==> src/design/accel_ctrl_pkg.sv <==
package accel_ctrl_pkg;

    // phase counter width, covers the longest compute phase.
    localparam int COUNT_W = 13;

    // filter group count and index.
    localparam int GROUP_W = 4;

    // valid output columns per row.
    localparam int COL_W = 5;

    typedef enum logic [2:0] {
        IDLE               = 3'd0,
        LOAD_WEIGHT        = 3'd1,
        LOAD_COMPUTE       = 3'd2,
        LOAD_COMPUTE_WRITE = 3'd3,
        COMPUTE_WRITE      = 3'd4,
        WRITE              = 3'd5
    } phase_t;

endpackage
==> src/design/accel_ctrl_top.sv <==
`timescale 1ns/1ps

module accel_ctrl_top #(
    parameter int SYSTOLIC_SIZE = 16,
    parameter int KERNEL_SIZE   = 3,
    parameter int IFM_CHANNEL   = 3,
    parameter int OFM_SIZE      = 32
) (
    input  logic                               clk,
    input  logic                               rst_n,
    input  logic                               start,
    input  logic [accel_ctrl_pkg::COL_W-1:0]   wgt_size,
    input  logic [accel_ctrl_pkg::GROUP_W-1:0] filter_groups,
    output logic                               load_ifm,
    output logic                               ifm_demux,
    output logic                               ifm_mux,
    output logic                               ifm_shift_en_1,
    output logic                               ifm_shift_en_2,
    output logic                               load_wgt,
    output logic                               select_wgt,
    output logic [SYSTOLIC_SIZE-1:0]           wgt_shift_en,
    output logic                               reset_pe,
    output logic                               write_out_pe_en,
    output logic                               write_out_maxpool_en,
    output logic                               fifo_wr_en,
    output logic                               fifo_rd_en,
    output logic [accel_ctrl_pkg::GROUP_W-1:0] filter_group,
    output logic                               done
);
    import accel_ctrl_pkg::*;

    logic [COL_W-1:0]   cfg_wgt_size;
    logic [GROUP_W-1:0] cfg_groups;
    logic               busy;
    phase_t             phase;
    logic [COUNT_W-1:0] phase_count;

    ctrl_config #(
        .SYSTOLIC_SIZE (SYSTOLIC_SIZE)
    ) i_ctrl_config (
        .clk           (clk),
        .rst_n         (rst_n),
        .start         (start),
        .wgt_size      (wgt_size),
        .filter_groups (filter_groups),
        .done          (done),
        .cfg_wgt_size  (cfg_wgt_size),
        .cfg_groups    (cfg_groups),
        .busy          (busy)
    );

    tile_sequencer #(
        .SYSTOLIC_SIZE (SYSTOLIC_SIZE),
        .KERNEL_SIZE   (KERNEL_SIZE),
        .IFM_CHANNEL   (IFM_CHANNEL),
        .OFM_SIZE      (OFM_SIZE)
    ) i_tile_sequencer (
        .clk          (clk),
        .rst_n        (rst_n),
        .start        (start),
        .busy         (busy),
        .cfg_groups   (cfg_groups),
        .phase        (phase),
        .phase_count  (phase_count),
        .filter_group (filter_group),
        .done         (done)
    );

    ifm_buffer_ctrl #(
        .SYSTOLIC_SIZE (SYSTOLIC_SIZE),
        .KERNEL_SIZE   (KERNEL_SIZE),
        .IFM_CHANNEL   (IFM_CHANNEL)
    ) i_ifm_buffer_ctrl (
        .clk            (clk),
        .rst_n          (rst_n),
        .phase          (phase),
        .phase_count    (phase_count),
        .load_ifm       (load_ifm),
        .ifm_demux      (ifm_demux),
        .ifm_mux        (ifm_mux),
        .ifm_shift_en_1 (ifm_shift_en_1),
        .ifm_shift_en_2 (ifm_shift_en_2)
    );

    wgt_shift_skew #(
        .SYSTOLIC_SIZE (SYSTOLIC_SIZE),
        .KERNEL_SIZE   (KERNEL_SIZE),
        .IFM_CHANNEL   (IFM_CHANNEL)
    ) i_wgt_shift_skew (
        .phase        (phase),
        .phase_count  (phase_count),
        .load_wgt     (load_wgt),
        .select_wgt   (select_wgt),
        .wgt_shift_en (wgt_shift_en),
        .reset_pe     (reset_pe)
    );

    output_write_ctrl i_output_write_ctrl (
        .clk                  (clk),
        .rst_n                (rst_n),
        .phase                (phase),
        .phase_count          (phase_count),
        .cfg_wgt_size         (cfg_wgt_size),
        .write_out_pe_en      (write_out_pe_en),
        .write_out_maxpool_en (write_out_maxpool_en),
        .fifo_wr_en           (fifo_wr_en),
        .fifo_rd_en           (fifo_rd_en)
    );

endmodule

==> src/design/output_write_ctrl.sv <==
`timescale 1ns/1ps

module output_write_ctrl (
    input  logic                               clk,
    input  logic                               rst_n,
    input  accel_ctrl_pkg::phase_t             phase,
    input  logic [accel_ctrl_pkg::COUNT_W-1:0] phase_count,
    input  logic [accel_ctrl_pkg::COL_W-1:0]   cfg_wgt_size,
    output logic                               write_out_pe_en,
    output logic                               write_out_maxpool_en,
    output logic                               fifo_wr_en,
    output logic                               fifo_rd_en
);
    import accel_ctrl_pkg::*;

    logic [COUNT_W-1:0] cols;
    logic               wnd_open;
    logic               wnd_last;
    logic               pool_odd;

    assign cols = COUNT_W'(cfg_wgt_size);

    // one window per finished tile.
    assign wnd_open = (phase inside {LOAD_COMPUTE_WRITE, COMPUTE_WRITE, WRITE}) &&
                      (phase_count < cols);
    assign wnd_last = wnd_open && (phase_count == cols - COUNT_W'(1));

    // even rows go to the line FIFO, odd rows pool against them.
    always_ff @(posedge clk or negedge rst_n) begin
        if (!rst_n) begin
            pool_odd <= 1'b0;
        end else if (phase == LOAD_WEIGHT) begin
            pool_odd <= 1'b0;
        end else if (wnd_last) begin
            pool_odd <= ~pool_odd;
        end
    end

    assign write_out_pe_en      = wnd_open;
    assign fifo_wr_en           = wnd_open && !pool_odd;
    assign fifo_rd_en           = wnd_open && pool_odd;
    assign write_out_maxpool_en = wnd_open && pool_odd; // pooled pair ready.

endmodule

==> src/design/wgt_shift_skew.sv <==
`timescale 1ns/1ps

module wgt_shift_skew #(
    parameter int SYSTOLIC_SIZE = 16,
    parameter int KERNEL_SIZE   = 3,
    parameter int IFM_CHANNEL   = 3
) (
    input  accel_ctrl_pkg::phase_t             phase,
    input  logic [accel_ctrl_pkg::COUNT_W-1:0] phase_count,
    output logic                               load_wgt,
    output logic                               select_wgt,
    output logic [SYSTOLIC_SIZE-1:0]           wgt_shift_en,
    output logic                               reset_pe
);
    import accel_ctrl_pkg::*;

    localparam int L = KERNEL_SIZE * KERNEL_SIZE * IFM_CHANNEL;
    localparam int C = L + 2 * SYSTOLIC_SIZE - 1;

    localparam logic [COUNT_W-1:0] LOAD_LEN  = COUNT_W'(L);
    localparam logic [COUNT_W-1:0] COMP_LAST = COUNT_W'(C - 1);

    logic computing;

    assign computing = phase inside {LOAD_COMPUTE, LOAD_COMPUTE_WRITE, COMPUTE_WRITE};

    assign load_wgt   = (phase == LOAD_WEIGHT) && (phase_count < LOAD_LEN);
    assign select_wgt = phase inside {IDLE, LOAD_WEIGHT};

    // row i starts i cycles late, matching the input skew.
    always_comb begin
        for (int i = 0; i < SYSTOLIC_SIZE; i++) begin
            wgt_shift_en[i] = computing &&
                              (phase_count >= COUNT_W'(i)) &&
                              (phase_count < COUNT_W'(L + i));
        end
    end

    // clear accumulators once the partial sums are drained.
    assign reset_pe = (computing && phase_count == COMP_LAST) || (phase == WRITE);

endmodule

==> src/design/ifm_buffer_ctrl.sv <==
`timescale 1ns/1ps

module ifm_buffer_ctrl #(
    parameter int SYSTOLIC_SIZE = 16,
    parameter int KERNEL_SIZE   = 3,
    parameter int IFM_CHANNEL   = 3
) (
    input  logic                               clk,
    input  logic                               rst_n,
    input  accel_ctrl_pkg::phase_t             phase,
    input  logic [accel_ctrl_pkg::COUNT_W-1:0] phase_count,
    output logic                               load_ifm,
    output logic                               ifm_demux,
    output logic                               ifm_mux,
    output logic                               ifm_shift_en_1,
    output logic                               ifm_shift_en_2
);
    import accel_ctrl_pkg::*;

    localparam int L = KERNEL_SIZE * KERNEL_SIZE * IFM_CHANNEL;
    localparam int C = L + 2 * SYSTOLIC_SIZE - 1;

    localparam logic [COUNT_W-1:0] LOAD_LEN  = COUNT_W'(L);
    localparam logic [COUNT_W-1:0] FILL_LEN  = COUNT_W'(L + 2);
    localparam logic [COUNT_W-1:0] COMP_LAST = COUNT_W'(C - 1);

    logic buf_sel;
    logic loading;
    logic computing;
    logic fill_on;

    assign loading   = phase inside {LOAD_WEIGHT, LOAD_COMPUTE, LOAD_COMPUTE_WRITE};
    assign computing = phase inside {LOAD_COMPUTE, LOAD_COMPUTE_WRITE, COMPUTE_WRITE};
    assign fill_on   = loading && (phase_count < FILL_LEN); // two extra shifts to settle.

    // toggles on the last count so the swap shows at count 0.
    always_ff @(posedge clk or negedge rst_n) begin
        if (!rst_n) begin
            buf_sel <= 1'b0;
        end else if (phase == IDLE) begin
            buf_sel <= 1'b0;
        end else if (phase inside {LOAD_COMPUTE, LOAD_COMPUTE_WRITE} &&
                     phase_count == COMP_LAST) begin
            buf_sel <= ~buf_sel;
        end
    end

    assign load_ifm  = loading && (phase_count < LOAD_LEN);
    assign ifm_demux = buf_sel;  // buffer being filled.
    assign ifm_mux   = ~buf_sel; // buffer feeding the array.

    // feeding buffer shifts the whole phase.
    assign ifm_shift_en_1 = buf_sel ? computing : fill_on;
    assign ifm_shift_en_2 = buf_sel ? fill_on : computing;

endmodule

==> src/design/tile_sequencer.sv <==
`timescale 1ns/1ps

module tile_sequencer #(
    parameter int SYSTOLIC_SIZE = 16,
    parameter int KERNEL_SIZE   = 3,
    parameter int IFM_CHANNEL   = 3,
    parameter int OFM_SIZE      = 32
) (
    input  logic                               clk,
    input  logic                               rst_n,
    input  logic                               start,
    input  logic                               busy,
    input  logic [accel_ctrl_pkg::GROUP_W-1:0] cfg_groups,
    output accel_ctrl_pkg::phase_t             phase,
    output logic [accel_ctrl_pkg::COUNT_W-1:0] phase_count,
    output logic [accel_ctrl_pkg::GROUP_W-1:0] filter_group,
    output logic                               done
);
    import accel_ctrl_pkg::*;

    localparam int L        = KERNEL_SIZE * KERNEL_SIZE * IFM_CHANNEL;
    localparam int C        = L + 2 * SYSTOLIC_SIZE - 1;
    localparam int T        = ((OFM_SIZE + SYSTOLIC_SIZE - 1) / SYSTOLIC_SIZE) * OFM_SIZE;
    localparam int LCW_REPS = T - 2;
    localparam int TILE_W   = $clog2(T + 1);

    localparam logic [COUNT_W-1:0] LOAD_LAST  = COUNT_W'(L - 1);
    localparam logic [COUNT_W-1:0] COMP_LAST  = COUNT_W'(C - 1);
    localparam logic [COUNT_W-1:0] WRITE_LAST = COUNT_W'(SYSTOLIC_SIZE - 1);

    phase_t             phase_next;
    logic [COUNT_W-1:0] count_last;
    logic               phase_end;
    logic               last_group;
    logic [TILE_W-1:0]  tile_count;

    always_comb begin
        case (phase)
            LOAD_WEIGHT: count_last = LOAD_LAST;
            WRITE:       count_last = WRITE_LAST;
            default:     count_last = COMP_LAST;
        endcase
    end

    assign phase_end  = (phase_count == count_last);
    assign last_group = (filter_group == cfg_groups - GROUP_W'(1));
    assign done       = (phase == WRITE) && phase_end && last_group;

    always_comb begin
        phase_next = phase;
        case (phase)
            IDLE: begin
                if (start && !busy) phase_next = LOAD_WEIGHT;
            end
            LOAD_WEIGHT: begin
                if (phase_end) phase_next = LOAD_COMPUTE;
            end
            LOAD_COMPUTE: begin
                if (phase_end) begin
                    phase_next = (LCW_REPS > 0) ? LOAD_COMPUTE_WRITE : COMPUTE_WRITE;
                end
            end
            LOAD_COMPUTE_WRITE: begin
                // last overlapped tile goes on to the drain phase.
                if (phase_end && tile_count == TILE_W'(LCW_REPS - 1)) begin
                    phase_next = COMPUTE_WRITE;
                end
            end
            COMPUTE_WRITE: begin
                if (phase_end) phase_next = WRITE;
            end
            WRITE: begin
                if (phase_end) phase_next = last_group ? IDLE : LOAD_WEIGHT;
            end
            default: phase_next = IDLE;
        endcase
    end

    always_ff @(posedge clk or negedge rst_n) begin
        if (!rst_n) begin
            phase        <= IDLE;
            phase_count  <= '0;
            tile_count   <= '0;
            filter_group <= '0;
        end else begin
            phase <= phase_next;
            if (phase == IDLE || phase_end) begin
                phase_count <= '0; // restarts every phase.
            end else begin
                phase_count <= phase_count + COUNT_W'(1);
            end
            if (phase == LOAD_COMPUTE) begin
                tile_count <= '0;
            end else if (phase == LOAD_COMPUTE_WRITE && phase_end) begin
                tile_count <= tile_count + TILE_W'(1);
            end
            if (phase == IDLE) begin
                filter_group <= '0;
            end else if (phase == WRITE && phase_end && !last_group) begin
                filter_group <= filter_group + GROUP_W'(1); // next group.
            end
        end
    end

endmodule

==> src/design/ctrl_config.sv <==
`timescale 1ns/1ps

module ctrl_config #(
    parameter int SYSTOLIC_SIZE = 16
) (
    input  logic                               clk,
    input  logic                               rst_n,
    input  logic                               start,
    input  logic [accel_ctrl_pkg::COL_W-1:0]   wgt_size,
    input  logic [accel_ctrl_pkg::GROUP_W-1:0] filter_groups,
    input  logic                               done,
    output logic [accel_ctrl_pkg::COL_W-1:0]   cfg_wgt_size,
    output logic [accel_ctrl_pkg::GROUP_W-1:0] cfg_groups,
    output logic                               busy
);
    import accel_ctrl_pkg::*;

    localparam logic [COL_W-1:0] MAX_COLS = COL_W'(SYSTOLIC_SIZE);

    logic [COL_W-1:0]   cols_clamped;
    logic [GROUP_W-1:0] groups_clamped;

    always_comb begin
        if (wgt_size == '0) begin
            cols_clamped = COL_W'(1);
        end else if (wgt_size > MAX_COLS) begin
            cols_clamped = MAX_COLS; // never wider than the array.
        end else begin
            cols_clamped = wgt_size;
        end
        groups_clamped = (filter_groups == '0) ? GROUP_W'(1) : filter_groups;
    end

    always_ff @(posedge clk or negedge rst_n) begin
        if (!rst_n) begin
            busy         <= 1'b0;
            cfg_wgt_size <= '0;
            cfg_groups   <= '0;
        end else if (start && !busy) begin
            busy         <= 1'b1;
            cfg_wgt_size <= cols_clamped;
            cfg_groups   <= groups_clamped;
        end else if (done) begin
            busy         <= 1'b0; // run over, drop config.
            cfg_wgt_size <= '0;
            cfg_groups   <= '0;
        end
    end

endmodule

==> config.mk <==
export PLATFORM = sky130hd
export DESIGN_NAME = accel_ctrl_top
export DESIGN_NICKNAME = d
export VERILOG_FILES = /design/src/design/accel_ctrl_pkg.sv /design/src/design/accel_ctrl_top.sv /design/src/design/output_write_ctrl.sv /design/src/design/wgt_shift_skew.sv /design/src/design/ifm_buffer_ctrl.sv /design/src/design/tile_sequencer.sv /design/src/design/ctrl_config.sv
export SDC_FILE = /design/constraint.sdc
export NUM_CORES = 1
export LEC_CHECK = 0
export CAP_MARGIN = 0
export CORE_ASPECT_RATIO = 0.6
export CORE_MARGIN = 8
export CORE_UTILIZATION = 47
export DETAILED_ROUTE_END_ITERATION = 12
export DONT_BUFFER_PORTS = 1
export SETUP_SLACK_MARGIN = 0.15
export SLEW_MARGIN = 0
export SYNTH_ARGS = -nofsm -noshare
export SYNTH_HDL_FRONTEND = slang
export SYNTH_SLANG_ARGS = --single-unit
==> constraint.sdc <==
create_clock -name clk -period 1.95 [get_ports clk]
set_input_delay 0.195 -clock clk [delete_from_list [all_inputs] [get_ports clk]]
set_output_delay 0.195 -clock clk [all_outputs]
set_load 0.02 [all_outputs]
==> metrics.yaml <==
max_freq_ghz: 0.449
antenna_found_initial: 0
synth_largest_area_cell: "dfrtp_1"
clk_latency_ns: 0.30
num_io_pins: 45
io_buffers: 0
synth_area_per_cell_sq_um: 8.16
fin_nets: 484
via_count: 3232
maxSlewViolCount: 0
worst_pin_slew_ns: 0.882
place_ws_ns: -0.0619
synth_edf_count: 0
swShare: 0.251
drtAntennaViolNets: 0
synth_area_leaders: "dfrtp_1, nand2_1, ha_1, nor2_1, xnor2_1"
clockRootBuffer: "clkbuf_8"
maxCapViolCount: 0
grt_pass1_wl_microns: 16200
setup_ws_ns: -0.278
setup_violations: 59
peakVddDrop_uv: 344
whs_ns: 0.0207
dieWidth_microns: 119
place_congestion: 0.865
post-synth-top-area-fraction: 0.326
numCtsBuffers: 5
cp.arrival_ns: 2.03
syn2layout_area_growth_pct: 63.5
leakage_uw: 0.00210
dr.pass1.iters: 4
wire_per_inst_microns: 18.8
p_int_uw: 1110
synthFlopType: "dfrtp_1"
finalCriticalPeriod_ns: 2.23
min_path_type: "input port to register"
cp-start-kind: "register"
grt_pass1_vias: 3190
core_sq_um: 6140
ys_warn_count: 0
gr-usage-all-layers: 0.211
dp.cells: 503
num_rows: 22
drt_iter0_drc: 249
power_density_nw_per_um2: 302
cts.path.max_buffers: 2
die_y_microns: 77.8
slew_headroom: 0.411
cts_htree_levels: 2
grt_max_degree: 40
p_clk_frac: 0.383
drc: 0
synth_cell_types: 60
critPathKind: "register to output port"
post-dp-hpwl_microns: 6650
dieArea_sq_um: 9260
drive_gt1_frac: 0.479
hold_violations: 0
synth_area_sq_um: 2990
syn_nets: 391
antenna_cells: 0
endpoint_kind: "output port"
cts_tree: "built"
skew_ns: 0.0176
routed_wl_microns: 10200
post_drt_via_cell_ratio: 5.93
clk_pin_slew_worst_paths_ns: 0.08
post-route-period-util: 1.14
overflow: 0
start_util: 0.488
final_cells: 545
critPathMaxFanout: 3
rsz0062_at_grt: "yes"
syn-instance-count: 367
synth-seq-cells: 39
cts_num_sinks: 39
seqPwrFrac: 0.556
outcome: "complete, but fails checks"
p_switching_uw: 371
synth_async_sr_flop_share: 1.00
violations: "negative setup slack"
ys_seq_area_frac: 0.326
crit_required_ns: 1.75
p_comb_frac: 0.061
-- synthesized netlist by cell type (6+ instances only) --
master and number:
nand2_1 43, nor3_1 11, ha_1 12, o21ai_0 14, or3_1 7, and3_1 8, xnor2_1 11, inv_1 21
nand3_1 16, nor2_1 28, o32ai_1 6, o31ai_1 6, nand4_1 7, clkbuf_1 13, mux2i_1 6, nand2b_1 7
xor2_1 9, a31oi_1 6, a21oi_1 19, dfrtp_1 39
-- layer usage --
metal  vias up  global-route usage  wire length (microns)  share of wire
li1       1522                   -                      -              -
met1      1585               0.294                   4860           0.47
met2       115               0.318                   4490           0.44
met3        10              0.0535                    782          0.076
met4         0              0.0489                    104          0.010
met5         -                   0                      0              0
-- flip-flops by register name, indices dropped and copies added, names as in the netlist --
name / count
i_ctrl_config.busy: 1
i_ctrl_config.cfg_groups: 4
i_ctrl_config.cfg_wgt_size: 5
i_ifm_buffer_ctrl.ifm_demux: 1
i_output_write_ctrl.pool_odd: 1
i_tile_sequencer.filter_group: 4
i_tile_sequencer.phase: 3
i_tile_sequencer.phase_count: 13
i_tile_sequencer.tile_count: 7
-- metrics by stage --
stage / setup TNS, ns / area, sq um / util / total power, uW
global route: -14.20 / 4900 / 0.798 / 1520
global placement: -0.00982 / 3810 / 0.621 / 877
CTS: -6.35 / 4600 / 0.749 / 1470
floorplan: -0.702 / 3190 / - / 871
detailed placement: -0.196 / 3810 / 0.621 / 878
finish: -10.65 / 4900 / 0.798 / 1480
-- worst max-delay path: stages, from the launching register on --
cell and delay (ns):
dfrtp_1 0.52, inv_1 0.16, ha_1 0.34, o2111ai_1 0.10, nand4b_1 0.19, a21oi_4 0.18
and2_4 0.24
-- power groups by stage --
stage	registers, uW	clock network (uW)	logic [uW]
finish	821	566	89.7
global route	822	597	101
CTS	821	568	79.1
detailed placement	836	0	42.5
global placement	835	0	41.3
floorplan	834	0	36.3
-- path summary, 6_finish.rpt --
path | start | end | slack [ns] | depth (start not counted)
min reg2reg | i_tile_sequencer.tile_count[6] | i_tile_sequencer.tile_count[6] | 0.55 | 2
min | filter_groups[2] | i_ctrl_config.cfg_groups[2] | 0.02 | 2
max in group asynchronous | rst_n | i_tile_sequencer.phase_count[4] | 1.37 | 2
max reg2reg | i_tile_sequencer.phase_count[10] | i_ctrl_config.cfg_wgt_size[1] | -0.26 | 9
max | i_ctrl_config.cfg_wgt_size[4] | write_out_maxpool_en | -0.28 | 6
min in group asynchronous | rst_n | i_tile_sequencer.filter_group[0] | 0.34 | 2
-- final cells by class --
| type | count | area (sq um) |
|---|---|---|
| clock buffer | 6 | 72.6 |
| multi-input combinational | 283 | 2560 |
| tap | 84 | 105 |
| inverter | 22 | 82.6 |
| fill | 374 | 1240 |
| sequential | 39 | 983 |
| clock inverter | 2 | 12.5 |
| timing repair buffer | 109 | 1080 |
-- repair_timing --
action	4_1_cts	5_1_grt
setup endpoints to repair	62	65
hold endpoints to repair	42	1
resized for setup	98	41
hold buffers	3	1
gates cloned	3	0
pin swaps	44	24
buffers inserted	20	7
-- cells by family (layout without fill, tap and decap cells) --
group,Yosys count,count (layout),synth area share
simple gates,158,158,0.282
compound gates,87,87,0.199
buf+inv,45,139,0.0635
flops,39,39,0.326
xor+xnor,20,20,0.0585
fa+ha+maj,12,12,0.0501
mux,6,6,0.0201
-- cell usage in the layout (no fill, tap or decap), types with 7 or more instances in the layout --
cell     count
dfrtp_1     33
inv_1       18
nor2_4      12
buf_12      10
buf_6       17
xor2_1       9
ha_1         9
a21oi_2      7
nand2_1     41
nand4_1      7
nand3_1     12
xnor2_1     10
buf_4       75
and3_1       7
o21ai_0      7
a21oi_1     11
nor2_1      10
No activity file was read; power rests on OpenSTA's default activity.
